File: config.mk
export PLATFORM = sky130hd
export DESIGN_NAME = dcache_ctrl_flat
export DESIGN_NICKNAME = d
export VERILOG_FILES = /design/src/design/dcache_pkg.sv /design/src/design/way_access_if.sv /design/src/design/dcache_ctrl.sv /design/src/flat_wrapper.sv
export SDC_FILE = /design/constraint.sdc
export NUM_CORES = 1
export LEC_CHECK = 0
export BUFFER_PORTS_ARGS = -buffer_cell sky130_fd_sc_hd__clkbuf_2
export CAP_MARGIN = 10
export CELL_PAD_IN_SITES_DETAIL_PLACEMENT = 1
export CELL_PAD_IN_SITES_GLOBAL_PLACEMENT = 2
export CORE_AREA = 2 2 383 385
export CTS_CLUSTER_DIAMETER = 60
export DETAILED_ROUTE_END_ITERATION = 16
export DIE_AREA = 0 0 385 387
export PLACE_DENSITY = 0.5
export REMOVE_ABC_BUFFERS = 1
export SLEW_MARGIN = 20
export SYNTH_ARGS = -nofsm -noshare
export SYNTH_HDL_FRONTEND = slang
export SYNTH_SLANG_ARGS = --single-unit
File: constraint.sdc
create_clock -name clk -period 4.6 [get_ports clk]
set_clock_uncertainty 0.15 [all_clocks]
set_input_delay 0.23 -clock clk [delete_from_list [all_inputs] [get_ports clk]]
set_output_delay 0.23 -clock clk [all_outputs]
set_load 0.01 [all_outputs]
File: src/design/dcache_pkg.sv
`default_nettype none

package dcache_pkg;

	// Address and data geometry
	localparam int ADDR_W   = 64;
	localparam int WORD_W   = 64;
	localparam int LINE_W   = 128;
	localparam int NUM_WAYS = 4;

	// Address split is tag [63:10], index [9:4], byte offset [3:0]
	localparam int OFFSET_W = 4;
	localparam int INDEX_W  = 6;
	localparam int TAG_W    = ADDR_W - INDEX_W - OFFSET_W;

	typedef logic [ADDR_W-1:0]   addr_t;
	typedef logic [WORD_W-1:0]   word_t;
	typedef logic [LINE_W-1:0]   line_t;
	typedef logic [TAG_W-1:0]    tag_t;
	typedef logic [INDEX_W-1:0]  index_t;
	typedef logic [NUM_WAYS-1:0] way_mask_t; // One-hot or zero

	// Controller states
	typedef enum logic {
		ST_LOOKUP,  // Idle or sampling a request
		ST_RESPOND  // Ready is high for this one cycle
	} ctrl_state_e;

	// Tag field of an address
	function automatic tag_t addr_tag(addr_t a);
		return a[ADDR_W-1 -: TAG_W];
	endfunction

	// Set index field of an address
	function automatic index_t addr_index(addr_t a);
		return a[OFFSET_W +: INDEX_W];
	endfunction

endpackage

`default_nettype wire

File: src/design/way_access_if.sv
`timescale 1ns/100ps
`default_nettype none

// One access to the tag and data arrays, issued by the controller
interface way_access_if import dcache_pkg::*; ();

	way_mask_t                 way_en; // Nonzero only in the cycle of an access
	logic                      write;  // Fill when high, read otherwise
	index_t                    index;
	line_t                     wdata;
	line_t [NUM_WAYS-1:0]      rdata;  // Read data one cycle after a read

	modport ctrl (
		output way_en, write, index, wdata,
		input  rdata
	);

	modport tags (
		input way_en, write, index
	);

	modport data (
		input  way_en, write, index, wdata,
		output rdata
	);

endinterface

`default_nettype wire

File: src/design/dcache_ctrl.sv
`timescale 1ns/100ps
`default_nettype none

// Request sequencing, victim selection and response word select
module dcache_ctrl import dcache_pkg::*; (
	input  wire            clk,
	input  wire            rst,
	input  wire            valid,
	input  wire addr_t     addr,
	input  wire way_mask_t way_hit,
	input  wire line_t     mem_line,
	output logic           ready,
	output word_t          dout,
	output addr_t          mem_addr,
	way_access_if.ctrl     acc
);

	ctrl_state_e state;
	way_mask_t   victim;   // One-hot rotating replacement pointer
	way_mask_t   hit_q;    // Hit vector of the request being answered
	line_t       line_q;   // Line fetched from memory at lookup
	line_t       line_sel;
	logic        lookup;
	logic        miss;

	assign lookup = (state == ST_LOOKUP) && valid;
	assign miss   = (way_hit == '0);

	// Read the hit way, or fill the victim with the line from memory
	assign acc.way_en = lookup ? (miss ? victim : way_hit) : '0;
	assign acc.write  = lookup && miss;
	assign acc.index  = addr_index(addr);
	assign acc.wdata  = mem_line;

	assign mem_addr = {addr[ADDR_W-1:OFFSET_W], {OFFSET_W{1'b0}}};

	always_ff @(posedge clk) begin
		if (rst) begin
			state  <= ST_LOOKUP;
			victim <= way_mask_t'(1);
			hit_q  <= '0;
		end else begin
			case (state)
				ST_LOOKUP: begin
					if (valid) begin
						state <= ST_RESPOND;
						hit_q <= way_hit;
						if (miss) begin
							victim <= {victim[NUM_WAYS-2:0], victim[NUM_WAYS-1]};
						end
					end
				end
				ST_RESPOND: begin
					state <= ST_LOOKUP; // Always one response cycle
				end
				default: begin
					state <= ST_LOOKUP;
				end
			endcase
		end
	end

	always_ff @(posedge clk) begin
		if (lookup) begin
			line_q <= mem_line;
		end
	end

	// A miss answers from the line buffer, a hit from its way's SRAM
	always_comb begin
		line_sel = line_q;
		for (int w = 0; w < NUM_WAYS; w++) begin
			if (hit_q[w]) begin
				line_sel = acc.rdata[w];
			end
		end
	end

	assign dout  = addr[OFFSET_W-1] ? line_sel[LINE_W-1 -: WORD_W] : line_sel[WORD_W-1:0];
	assign ready = (state == ST_RESPOND);

endmodule

`default_nettype wire

File: src/flat_wrapper.sv
// flat-port wrapper written by rule: the top's interface ports become plain ports
module dcache_ctrl_flat import dcache_pkg::*;
  (clk, rst, valid, addr, way_hit, mem_line, ready, dout, mem_addr, acc_way_en, acc_write, acc_index, acc_wdata, acc_rdata);
  way_access_if acc_i ();
  input  wire clk;
  input  wire rst;
  input  wire valid;
  input  wire addr_t addr;
  input  wire way_mask_t way_hit;
  input  wire line_t mem_line;
  output logic ready;
  output word_t dout;
  output addr_t mem_addr;
  output wire logic [$bits(acc_i.way_en)-1:0] acc_way_en;
  output wire logic [$bits(acc_i.write)-1:0] acc_write;
  output wire logic [$bits(acc_i.index)-1:0] acc_index;
  output wire logic [$bits(acc_i.wdata)-1:0] acc_wdata;
  input wire logic [$bits(acc_i.rdata)-1:0] acc_rdata;
  assign acc_way_en = acc_i.way_en;
  assign acc_write = acc_i.write;
  assign acc_index = acc_i.index;
  assign acc_wdata = acc_i.wdata;
  assign acc_i.rdata = acc_rdata;
  dcache_ctrl u_core (.clk(clk), .rst(rst), .valid(valid), .addr(addr), .way_hit(way_hit), .mem_line(mem_line), .ready(ready), .dout(dout), .mem_addr(mem_addr), .acc(acc_i));
endmodule
---- Word-level counts from Yosys, hierarchy flattened ----
Index checks and enable logic that the tools add are counted.
word-level totals
  memory bits (read-only) ................. 0
  bits of input ports ..................... 711
  register bits ........................... 137
  memory bits (writable) .................. 0
  memories ................................ 0
  latch bits .............................. 0
  logic and storage cells ................. 19
  output and inout port bits .............. 268
operators by class
  add/sub/neg operators ................... 0
  bitwise gates (word level) .............. 1
  multiply operators ...................... 0
  divide/modulo/power cells ............... 0
  $lt $le $gt $ge ......................... 0
  multiplexer cells ....................... 9
  eq/ne operators ......................... 0
  shift-type cells ........................ 0
  reductions and logical operators ........ 5
operators with widths
  kind                                number
  128-bit two-way mux                 4
  64-bit two-way mux                  1
  4-bit two-way mux                   2
  4-bit logical NOT                   1
  3-bit AND reduction                 1
  1-bit logical AND                   2
  1-bit case mux with 2 select lines  1
  2-bit AND reduction                 1
  1-bit two-way mux                   1
  1-bit inverter                      1

---- Depth between registers and ports, before layout ----
Gate-level depths: netlist of the first run.
  depth after elaboration ................. 5
  depth in mapped cells ................... 6
  depth with buffers taken out ............ 4

---- Worst setup path after synthesis of the first run ----
OpenSTA, ideal clock, no wires.
  kind .................................... reg-to-output
  start point ............................. reg u_core.state, in the netlist u_core.ready
  end point ............................... out acc_way_en[0]
  stages on the path, launching flop included .. 5
  buffers on the path ..................... 0
  setup slack ............................. 0.240 ns
  data required time ...................... 4.220 ns
  arrival ................................. 3.980 ns
  cell sequence ........................... dfxtp_1 nand2b_1 clkinv_1 nand3_1 nand2_1
between the ends
  word-level cells in the longest chain between the ends .. 3
ends and longest elaborated chain
  element                 line                RTL
  start, declared         dcache_ctrl.sv:18   ctrl_state_e state;
  start signal, assigned  dcache_ctrl.sv:39   state <= ST_LOOKUP;
  start signal, assigned  dcache_ctrl.sv:46   state <= ST_RESPOND;
  start signal, assigned  dcache_ctrl.sv:54   state <= ST_LOOKUP;
  1-bit inverter          dcache_ctrl.sv:26   assign lookup = (state == ST_LOOKUP) && valid;
  1-bit logical AND       dcache_ctrl.sv:26
  net u_core.lookup       dcache_ctrl.sv:23   logic lookup;
  4-bit two-way mux       dcache_ctrl.sv:30   assign acc.way_en = lookup ? (miss ? victim : way_hit) : '0;
  end, declared           flat_wrapper.sv:14  output wire logic [$bits(acc_i.way_en)-1:0] acc_way_en;
The timed path passes the listed nets, and every way through them passes these cells.

---- Final worst setup path of the first run ----
  start point ............................. reg u_core.hit_q[0]
  end point ............................... out dout[35]
between the ends
  word-level cells in the longest chain between the ends .. 5
ends and longest elaborated chain
  element                           line                RTL
  start, declared                   dcache_ctrl.sv:20   way_mask_t hit_q;
  start signal, assigned            dcache_ctrl.sv:47   hit_q <= way_hit;
  128-bit two-way mux (4 in a row)  dcache_ctrl.sv:73   if (hit_q[w]) begin
  64-bit two-way mux                dcache_ctrl.sv:79   assign dout = addr[OFFSET_W-1] ? line_sel[LINE_W-1 -: WORD_W] : line_sel[WORD_W-1:0];
  end, declared                     flat_wrapper.sv:12  output word_t dout;
No other way between the ends.

==> results.cfg, run 1 <==
[detailed_routing]
dr.first_iter.drc_count = 519
drc = 0
wl_um = 100000
post_drt_wl_per_cell_um = 26.8
vias_per_cell = 3.31
dr.pass1.iters = 4
ant_nets = 0
via_count = 12400

[hold_path]
hold-path-cell-count = 3
hp-class = input port to register

[setup_path]
cp_max_fo = 27
cp.required_ns = 4.22
critPathKind = register to output pin
start_kind = register
rrSetupSlack_ns = 1.98
crit_end = dout[35]
startpoint = u_core.hit_q[0]
timing.rr.start = u_core.ready
timing.rr.end = u_core.hit_q[2]
crit_path_end_kind = output pin
cp.arrival_ns = 2.99
ff2ff_path_depth = 5

[placed_design]
globalplace.congestion = 0.795
dp_hpwl_um = 83800
port_buffers = 845

[sta]
final_hold_viol_count = 0
drv_slew = 0
fmax_mhz = 297
fin_crit_ns = 3.37
tightest_slew_ns = 0.923
setup_tns_ns = 0
rsz0062_at_grt = false
finalCritPeriodShare_pct = 73.2
setup_viol = 0
maxSlewHeadroom_pct = 38.5

[cts]
clock_path_buffers = 2
cts_tree = yes
clkLatencyLatePin_ns = 0.53
cts-htree-levels = 4
post_cts_resized = 0
hold_buffers = 137
cts.sinks = 137
cts_setup_buffers = 0
clockRootBuffer = clkbuf_16
clk_transition_reported_paths_ns = 0.08
cts_buffers = 17

[logic_synthesis]
synth-main-ff-cell = edfxtp_1
synth_area_per_cell_um2 = 11.4
ys_types = 29
synth_area_um2 = 12000
synth_async_sr_flop_share_pct = 0
yosysWarnings = 0
synth_edf_count = 128
syn_inst = 1049
synth_seq_cells = 137
ys_seq_area_share_pct = 33.6

[pwr]
switching_share_pct = 35.6
clkPwrFrac_pct = 31.8
ir_drop_mv = 0.255
p_sw_w = 0.00167
power_density_nw_per_um2 = 247
p_seq_share_pct = 31.9
p_int_w = 0.00302
combPwrFrac_pct = 36.3
p_leak_nw = 8.74

[floorplan]
rows = 140
start_util_pct = 8.26
die_area_um2 = 149000
fp.dieW_um = 385
die_h_um = 387
core_region_area_um2 = 145000
ioPinCount = 979

[global_routing]
grt_pass1_vias = 13300
antenna_found_initial = 56
grt_remaining_overflow = 0
grt_max_degree = 73
grt_first_pass_wirelength_um = 129000
track_usage_pct = 13.0

[final_layout]
layout-drive-gt1-share_pct = 63.4
synthToLayoutAreaGrowth_pct = 58.9
finalCoreUtilization_pct = 13.1
fin_nets = 2503

[outcome]
status = complete, no violations

[flow_run]
cap_viol_max_count = 0
## logic make-up after synthesis
family | count (synthesis) | share of synthesized area [%]
compound gates | 459 | 33.4
buf+inv | 300 | 16.8
flops | 137 | 33.6
mux | 128 | 15.3
other cells | 1 | 0.0313
simple gates | 24 | 0.920
## cells in the final DEF (no fill, tap or decap)
master / count
mux2_2: 19
o22ai_1: 64
o21ai_0: 64
nand3b_1: 1
conb_1: 4
buf_4: 28
nor2_4: 1
clkinvlp_4: 4
inv_6: 2
bufinv_16: 2
diode_2: 14
dfxtp_4: 3
edfxtp_1: 128
nand3_1: 4
o21bai_1: 64
clkbuf_2: 844
clkinv_1: 2
mux2_4: 104
a21o_1: 128
or4_1: 1
nor2b_4: 1
a221oi_1: 23
clkbuf_16: 17
nor4_1: 1
a221oi_2: 105
clkinv_2: 3
mux2_1: 5
buf_12: 10
dlygate4sd3_1: 137
o21ai_1: 4
clkbuf_1: 2
nand2b_1: 1
clkinv_4: 2
a21oi_1: 7
nand2_1: 12
dfxtp_1: 6
nor2_1: 2
## Yosys cell counts, types with 13 or more instances
| cell type | number | area share [%] |
|---|---|---|
| buf_6 | 13 | 1.2 |
| mux2_4 | 104 | 13 |
| a221oi_1 | 23 | 1.7 |
| a221oi_2 | 105 | 13 |
| buf_2 | 32 | 1.3 |
| o21bai_1 | 64 | 4.0 |
| mux2_2 | 19 | 1.8 |
| o22ai_1 | 64 | 3.3 |
| edfxtp_1 | 128 | 32 |
| clkbuf_1 | 52 | 1.6 |
| o21ai_0 | 64 | 2.7 |
| buf_4 | 198 | 12 |
| a21o_1 | 128 | 8.0 |
## registers in the layout, summed over array words and instances, names as in the netlist
signal	cells
u_core.hit_q	4
u_core.line_q	128
u_core.victim	4
u_core.ready	1
## worst max-delay path, stage by stage (launching register included)
cell and delay, ns:
dfxtp_4 0.73, buf_12 0.29, buf_4 0.39, mux2_4 0.35, a221oi_2 0.27, o22ai_1 0.15
clkbuf_2 0.14
## how the worst min path moves through the flow
stage	start	end	slack, ns
after CTS	valid	u_core.ready	0.17
after global routing	mem_line[52]	u_core.line_q[52]	0.26
after floorplan	rst	u_core.hit_q[0]	0.15
after global placement	mem_line[35]	u_core.line_q[35]	0.28
after detailed placement	mem_line[116]	u_core.line_q[116]	0.28
final	valid	u_core.ready	0.22
## final cells by class
class	instances	area, um2
sequential	137	4040
fill	17200	126000
inverter	2	17.5
tap	1917	2400
clock buffer	19	433
timing repair buffer	1019	6010
multi-input combinational	615	5970
clock inverter	13	130
antenna	14	35.0
## power groups by stage
stage | clock, W | combinational, W | sequential (W)
global placement | 0 | 0.00160 | 0.00153
global route | 0.00162 | 0.00184 | 0.00150
detailed placement | 0 | 0.00161 | 0.00153
finish | 0.00149 | 0.00170 | 0.00150
floorplan | 0 | 0.000736 | 0.00154
CTS | 0.00161 | 0.00175 | 0.00150
## routing by layer
| metal | track usage [%] | up-vias | wire [um] |
|---|---|---|---|
| li1 | - | 5439 | - |
| met1 | 15.9 | 6099 | 42500 |
| met2 | 20.4 | 697 | 44700 |
| met3 | 6.97 | 99 | 11900 |
| met4 | 1.96 | 18 | 998 |
| met5 | 0.617 | - | 220 |
## per-stage QoR
stage	setup WS (ns)	hold slack, ns	total power, W	cell area [um2]	instances
after floorplan	-6.53	0.149	0.00228	9980	754
after global placement	1.70	0.277	0.00313	17100	3553
after detailed placement	1.72	0.280	0.00313	17100	3553
after CTS	1.09	0.174	0.00486	19000	3722
after global routing	1.07	0.256	0.00496	19000	3729
final	1.23	0.225	0.00469	19000	3736
(Power assumes the default switching activity.)
==> run 2: changes to the inputs <==
Settings changed: ABC_AREA set to 1, CORE_AREA 2 2 383 385 to 2 2 376 378, DIE_AREA 0 0 385 387 to 0 0 378 380, PLACE_DENSITY 0.5 to 0.55.
Clock period 4.6 ns to 3.3 ns, I/O delays scaled along.
==> run 2 against run 1 <==
  * Sequential share of layout area fell by 0.35 points
  * Power rose by 39%
  * Sequential power rose by 37%
  * Critical path depth rose by 3
  * Hold slack got worse by 0.045 ns
  * Via count rose by 27%
  * Clock power rose by 48%
  * Register-to-register slack got worse by 0.92 ns
  * First-iteration DRC count rose by 1.7%
  * Critical path type is now input port to output pin
==> results.cfg, run 2 <==
[outcome]
status = complete, no violations

[final_layout]
largest_reg_flops = 128
finalCoreUtilization_pct = 13.9
synthToLayoutAreaGrowth_pct = 57.7
layout_commonest_cell = clkbuf_2
largest_register = u_core.line_q
largestRegisters = u_core.line_q (128), u_core.hit_q (4), u_core.victim (4)
layout-drive-gt1-share_pct = 34.2
final_cell_mix = clkbuf_2 (844), nand2_1 (726), nor2_1 (388)
fin_nets = 3415

[detailed_routing]
via_count = 15700
wl_um = 104000
post_drt_wl_per_cell_um = 22.6
ant_nets = 0
dr.pass1.iters = 5
vias_per_cell = 3.41
dr.first_iter.drc_count = 528
drc = 0

[hold_path]
min_from = addr[4]
hp-class = input port to output pin
min_to = acc_index[0]
hold-path-cell-count = 0

[setup_path]
critPathKind = input port to output pin
path_cells = dlygate4sd3_1, clkbuf_2, nor2_1, nand2_1, dlygate4sd3_1, nor2_1, nand2_1, nand2_1, clkbuf_2
worst-path-buf-inv = 4
crit_path_end_kind = output pin
worst_path_max_delay_cell = dlygate4sd3_1
crit_family = buffers and inverters
start_kind = input port
cp.required_ns = 2.98
cpMostUsedCell = nand2_1
cp.arrival_ns = 2.46
slowest_delay_ns = 0.57
ff2ff_path_depth = 5
timing.rr.start = u_core.ready
rrSetupSlack_ns = 1.06
cp_max_fo = 5
timing.rr.end = u_core.hit_q[2]

[logic_synthesis]
synth_seq_cells = 137
synth_edf_count = 128
synth_async_sr_flop_share_pct = 0
yosysTopAreaCellShare_pct = 31.3
synth_area_um2 = 12300
synth-main-ff-cell = edfxtp_1
syn_inst = 1977
ys_types = 14
synth_area_leaders = edfxtp_1 (31%), nand2_1 (22%), buf_4 (12%), nor2_1 (12%), a21oi_1 (8.2%)
synth_commonest_cells = nand2_1 (726), nor2_1 (389), buf_4 (201)
synth.most_common_cell = nand2_1
yosysWarnings = 0
ys_seq_area_share_pct = 32.8
yosysTopAreaCell = edfxtp_1
synth_area_per_cell_um2 = 6.21

[cts]
clock_path_buffers = 2
cts.sinks = 137
cts-htree-levels = 4
clkLatencyLatePin_ns = 0.51
cts_buffers = 17
clockRootBuffer = clkbuf_16
cts_tree = yes

[pwr]
ir_drop_mv = 0.441
p_leak_nw = 9.81
p_sw_w = 0.00238
clkPwrFrac_pct = 33.7
power_density_nw_per_um2 = 337
combPwrFrac_pct = 34.8
p_seq_share_pct = 31.5
switching_share_pct = 36.6
p_int_w = 0.00413

[sta]
drv_slew = 0
tightest_slew_ns = 0.641
final_hold_viol_count = 0
hold_ws_ns = 0.180
maxSlewHeadroom_pct = 57.3
rsz0062_at_grt = false
fin_crit_ns = 2.77
setup_viol = 0
finalCritPeriodShare_pct = 84.0
fmax_mhz = 361

[floorplan]
die_area_um2 = 144000
start_util_pct = 8.82
fp.dieW_um = 378
core_region_area_um2 = 139000
rows = 137
die_h_um = 380
ioPinCount = 979

[placed_design]
globalplace.congestion = 0.811
dp_hpwl_um = 84200
port_buffers = 845

[flow_run]
cap_viol_max_count = 0

[global_routing]
grt_first_pass_wirelength_um = 138000
antenna_found_initial = 31
track_usage_pct = 14.2
grt_pass1_vias = 16600
grt_remaining_overflow = 0
grt_max_degree = 75
run 2: cell types whose count changed in the layout (fill, tap and decap cells not counted), sizes merged, moves of 64 or more:
cell    change
inv        +70
o21bai     -64
a221oi    -128
a21oi     +193
nand2     +714
nor2      +386
o21ai      -68
a21o      -128
nand3     +125
o22ai      -64
mux2      -128
run 2: cell families after synthesis:
| logic type | synth area share [%] |
|---|---|
| AND/OR/NAND/NOR | 39.3 |
| other | 0.0305 |
| AO/OA/AOI/OAI | 8.15 |
| flip-flops | 32.8 |
| buffers and inverters | 19.7 |
run 2: worst reg2reg max path: cells and delay by family, from the launching register on:
family	cells	cell delay [ns]
buffers and inverters	2	1.16
AND/OR/NAND/NOR	2	0.40
flip-flops	1	0.35
AO/OA/AOI/OAI	1	0.12
run 2: routing by layer:
layer  GRT usage [%]  up-vias  part of all wire, %
met5            5.42        -                  1.3
met4            2.65       32                  1.3
met3            10.1      100                   15
met2            22.1      772                   44
met1            15.3     7307                   39
li1                -     7491                    -
run 2: through the flow:
| stage | cell area, um2 | setup WS [ns] | TNS [ns] | std cells | total power (W) |
|---|---|---|---|---|---|
| 2_1_floorplan | 10100 | -4.02 | -614.00 | 1655 | 0.00304 |
| 3_3_place_gp | 17300 | 0.984 | 0 | 4420 | 0.00427 |
| 3_5_place_dp | 17300 | 0.997 | 0 | 4420 | 0.00427 |
| 4_1_cts | 19300 | 0.371 | 0 | 4593 | 0.00676 |
| 5_1_grt | 19300 | 0.321 | 0 | 4597 | 0.00700 |
| 6_report | 19400 | 0.528 | 0 | 4604 | 0.00652 |
run 2: worst max path at each step:
stage	startpoint	to	slack (ns)	cells after the start
after global routing	way_hit[3]	acc_way_en[1]	0.32	9
after floorplan	u_core.ready	u_core.victim[0]	-4.02	4
final	way_hit[3]	acc_way_en[1]	0.53	9
after CTS	u_core.hit_q[0]	dout[40]	0.37	8
after global placement	u_core.hit_q[0]	dout[40]	0.98	8
after detailed placement	u_core.hit_q[0]	dout[40]	1.0	8
run 2: final cells by class:
cell class / count / area [um2]
flip-flops and latches: 137 / 4040
clock inverters: 14 / 173
inverters: 70 / 283
diodes: 11 / 27.5
fillers: 17300 / 120000
well taps: 1876 / 2350
multi-input cells: 1448 / 5850
repair buffers: 1030 / 6200
clock buffers: 18 / 439
run 2: power groups by stage:
stage	registers, W	logic [W]	clock network, W
after floorplan	0.00216	0.000875	0
after global placement	0.00209	0.00218	0
after detailed placement	0.00209	0.00218	0
after CTS	0.00205	0.00235	0.00236
after global routing	0.00206	0.00255	0.00239
final	0.00205	0.00227	0.00220
run 2: what timing repair did:
item / 4_1_cts / 5_1_grt
hold buffers: 141 / 0
gates resized for setup: 0 / 0
endpoints found under the hold margin: 137 / 0
buffers inserted: 0 / 0
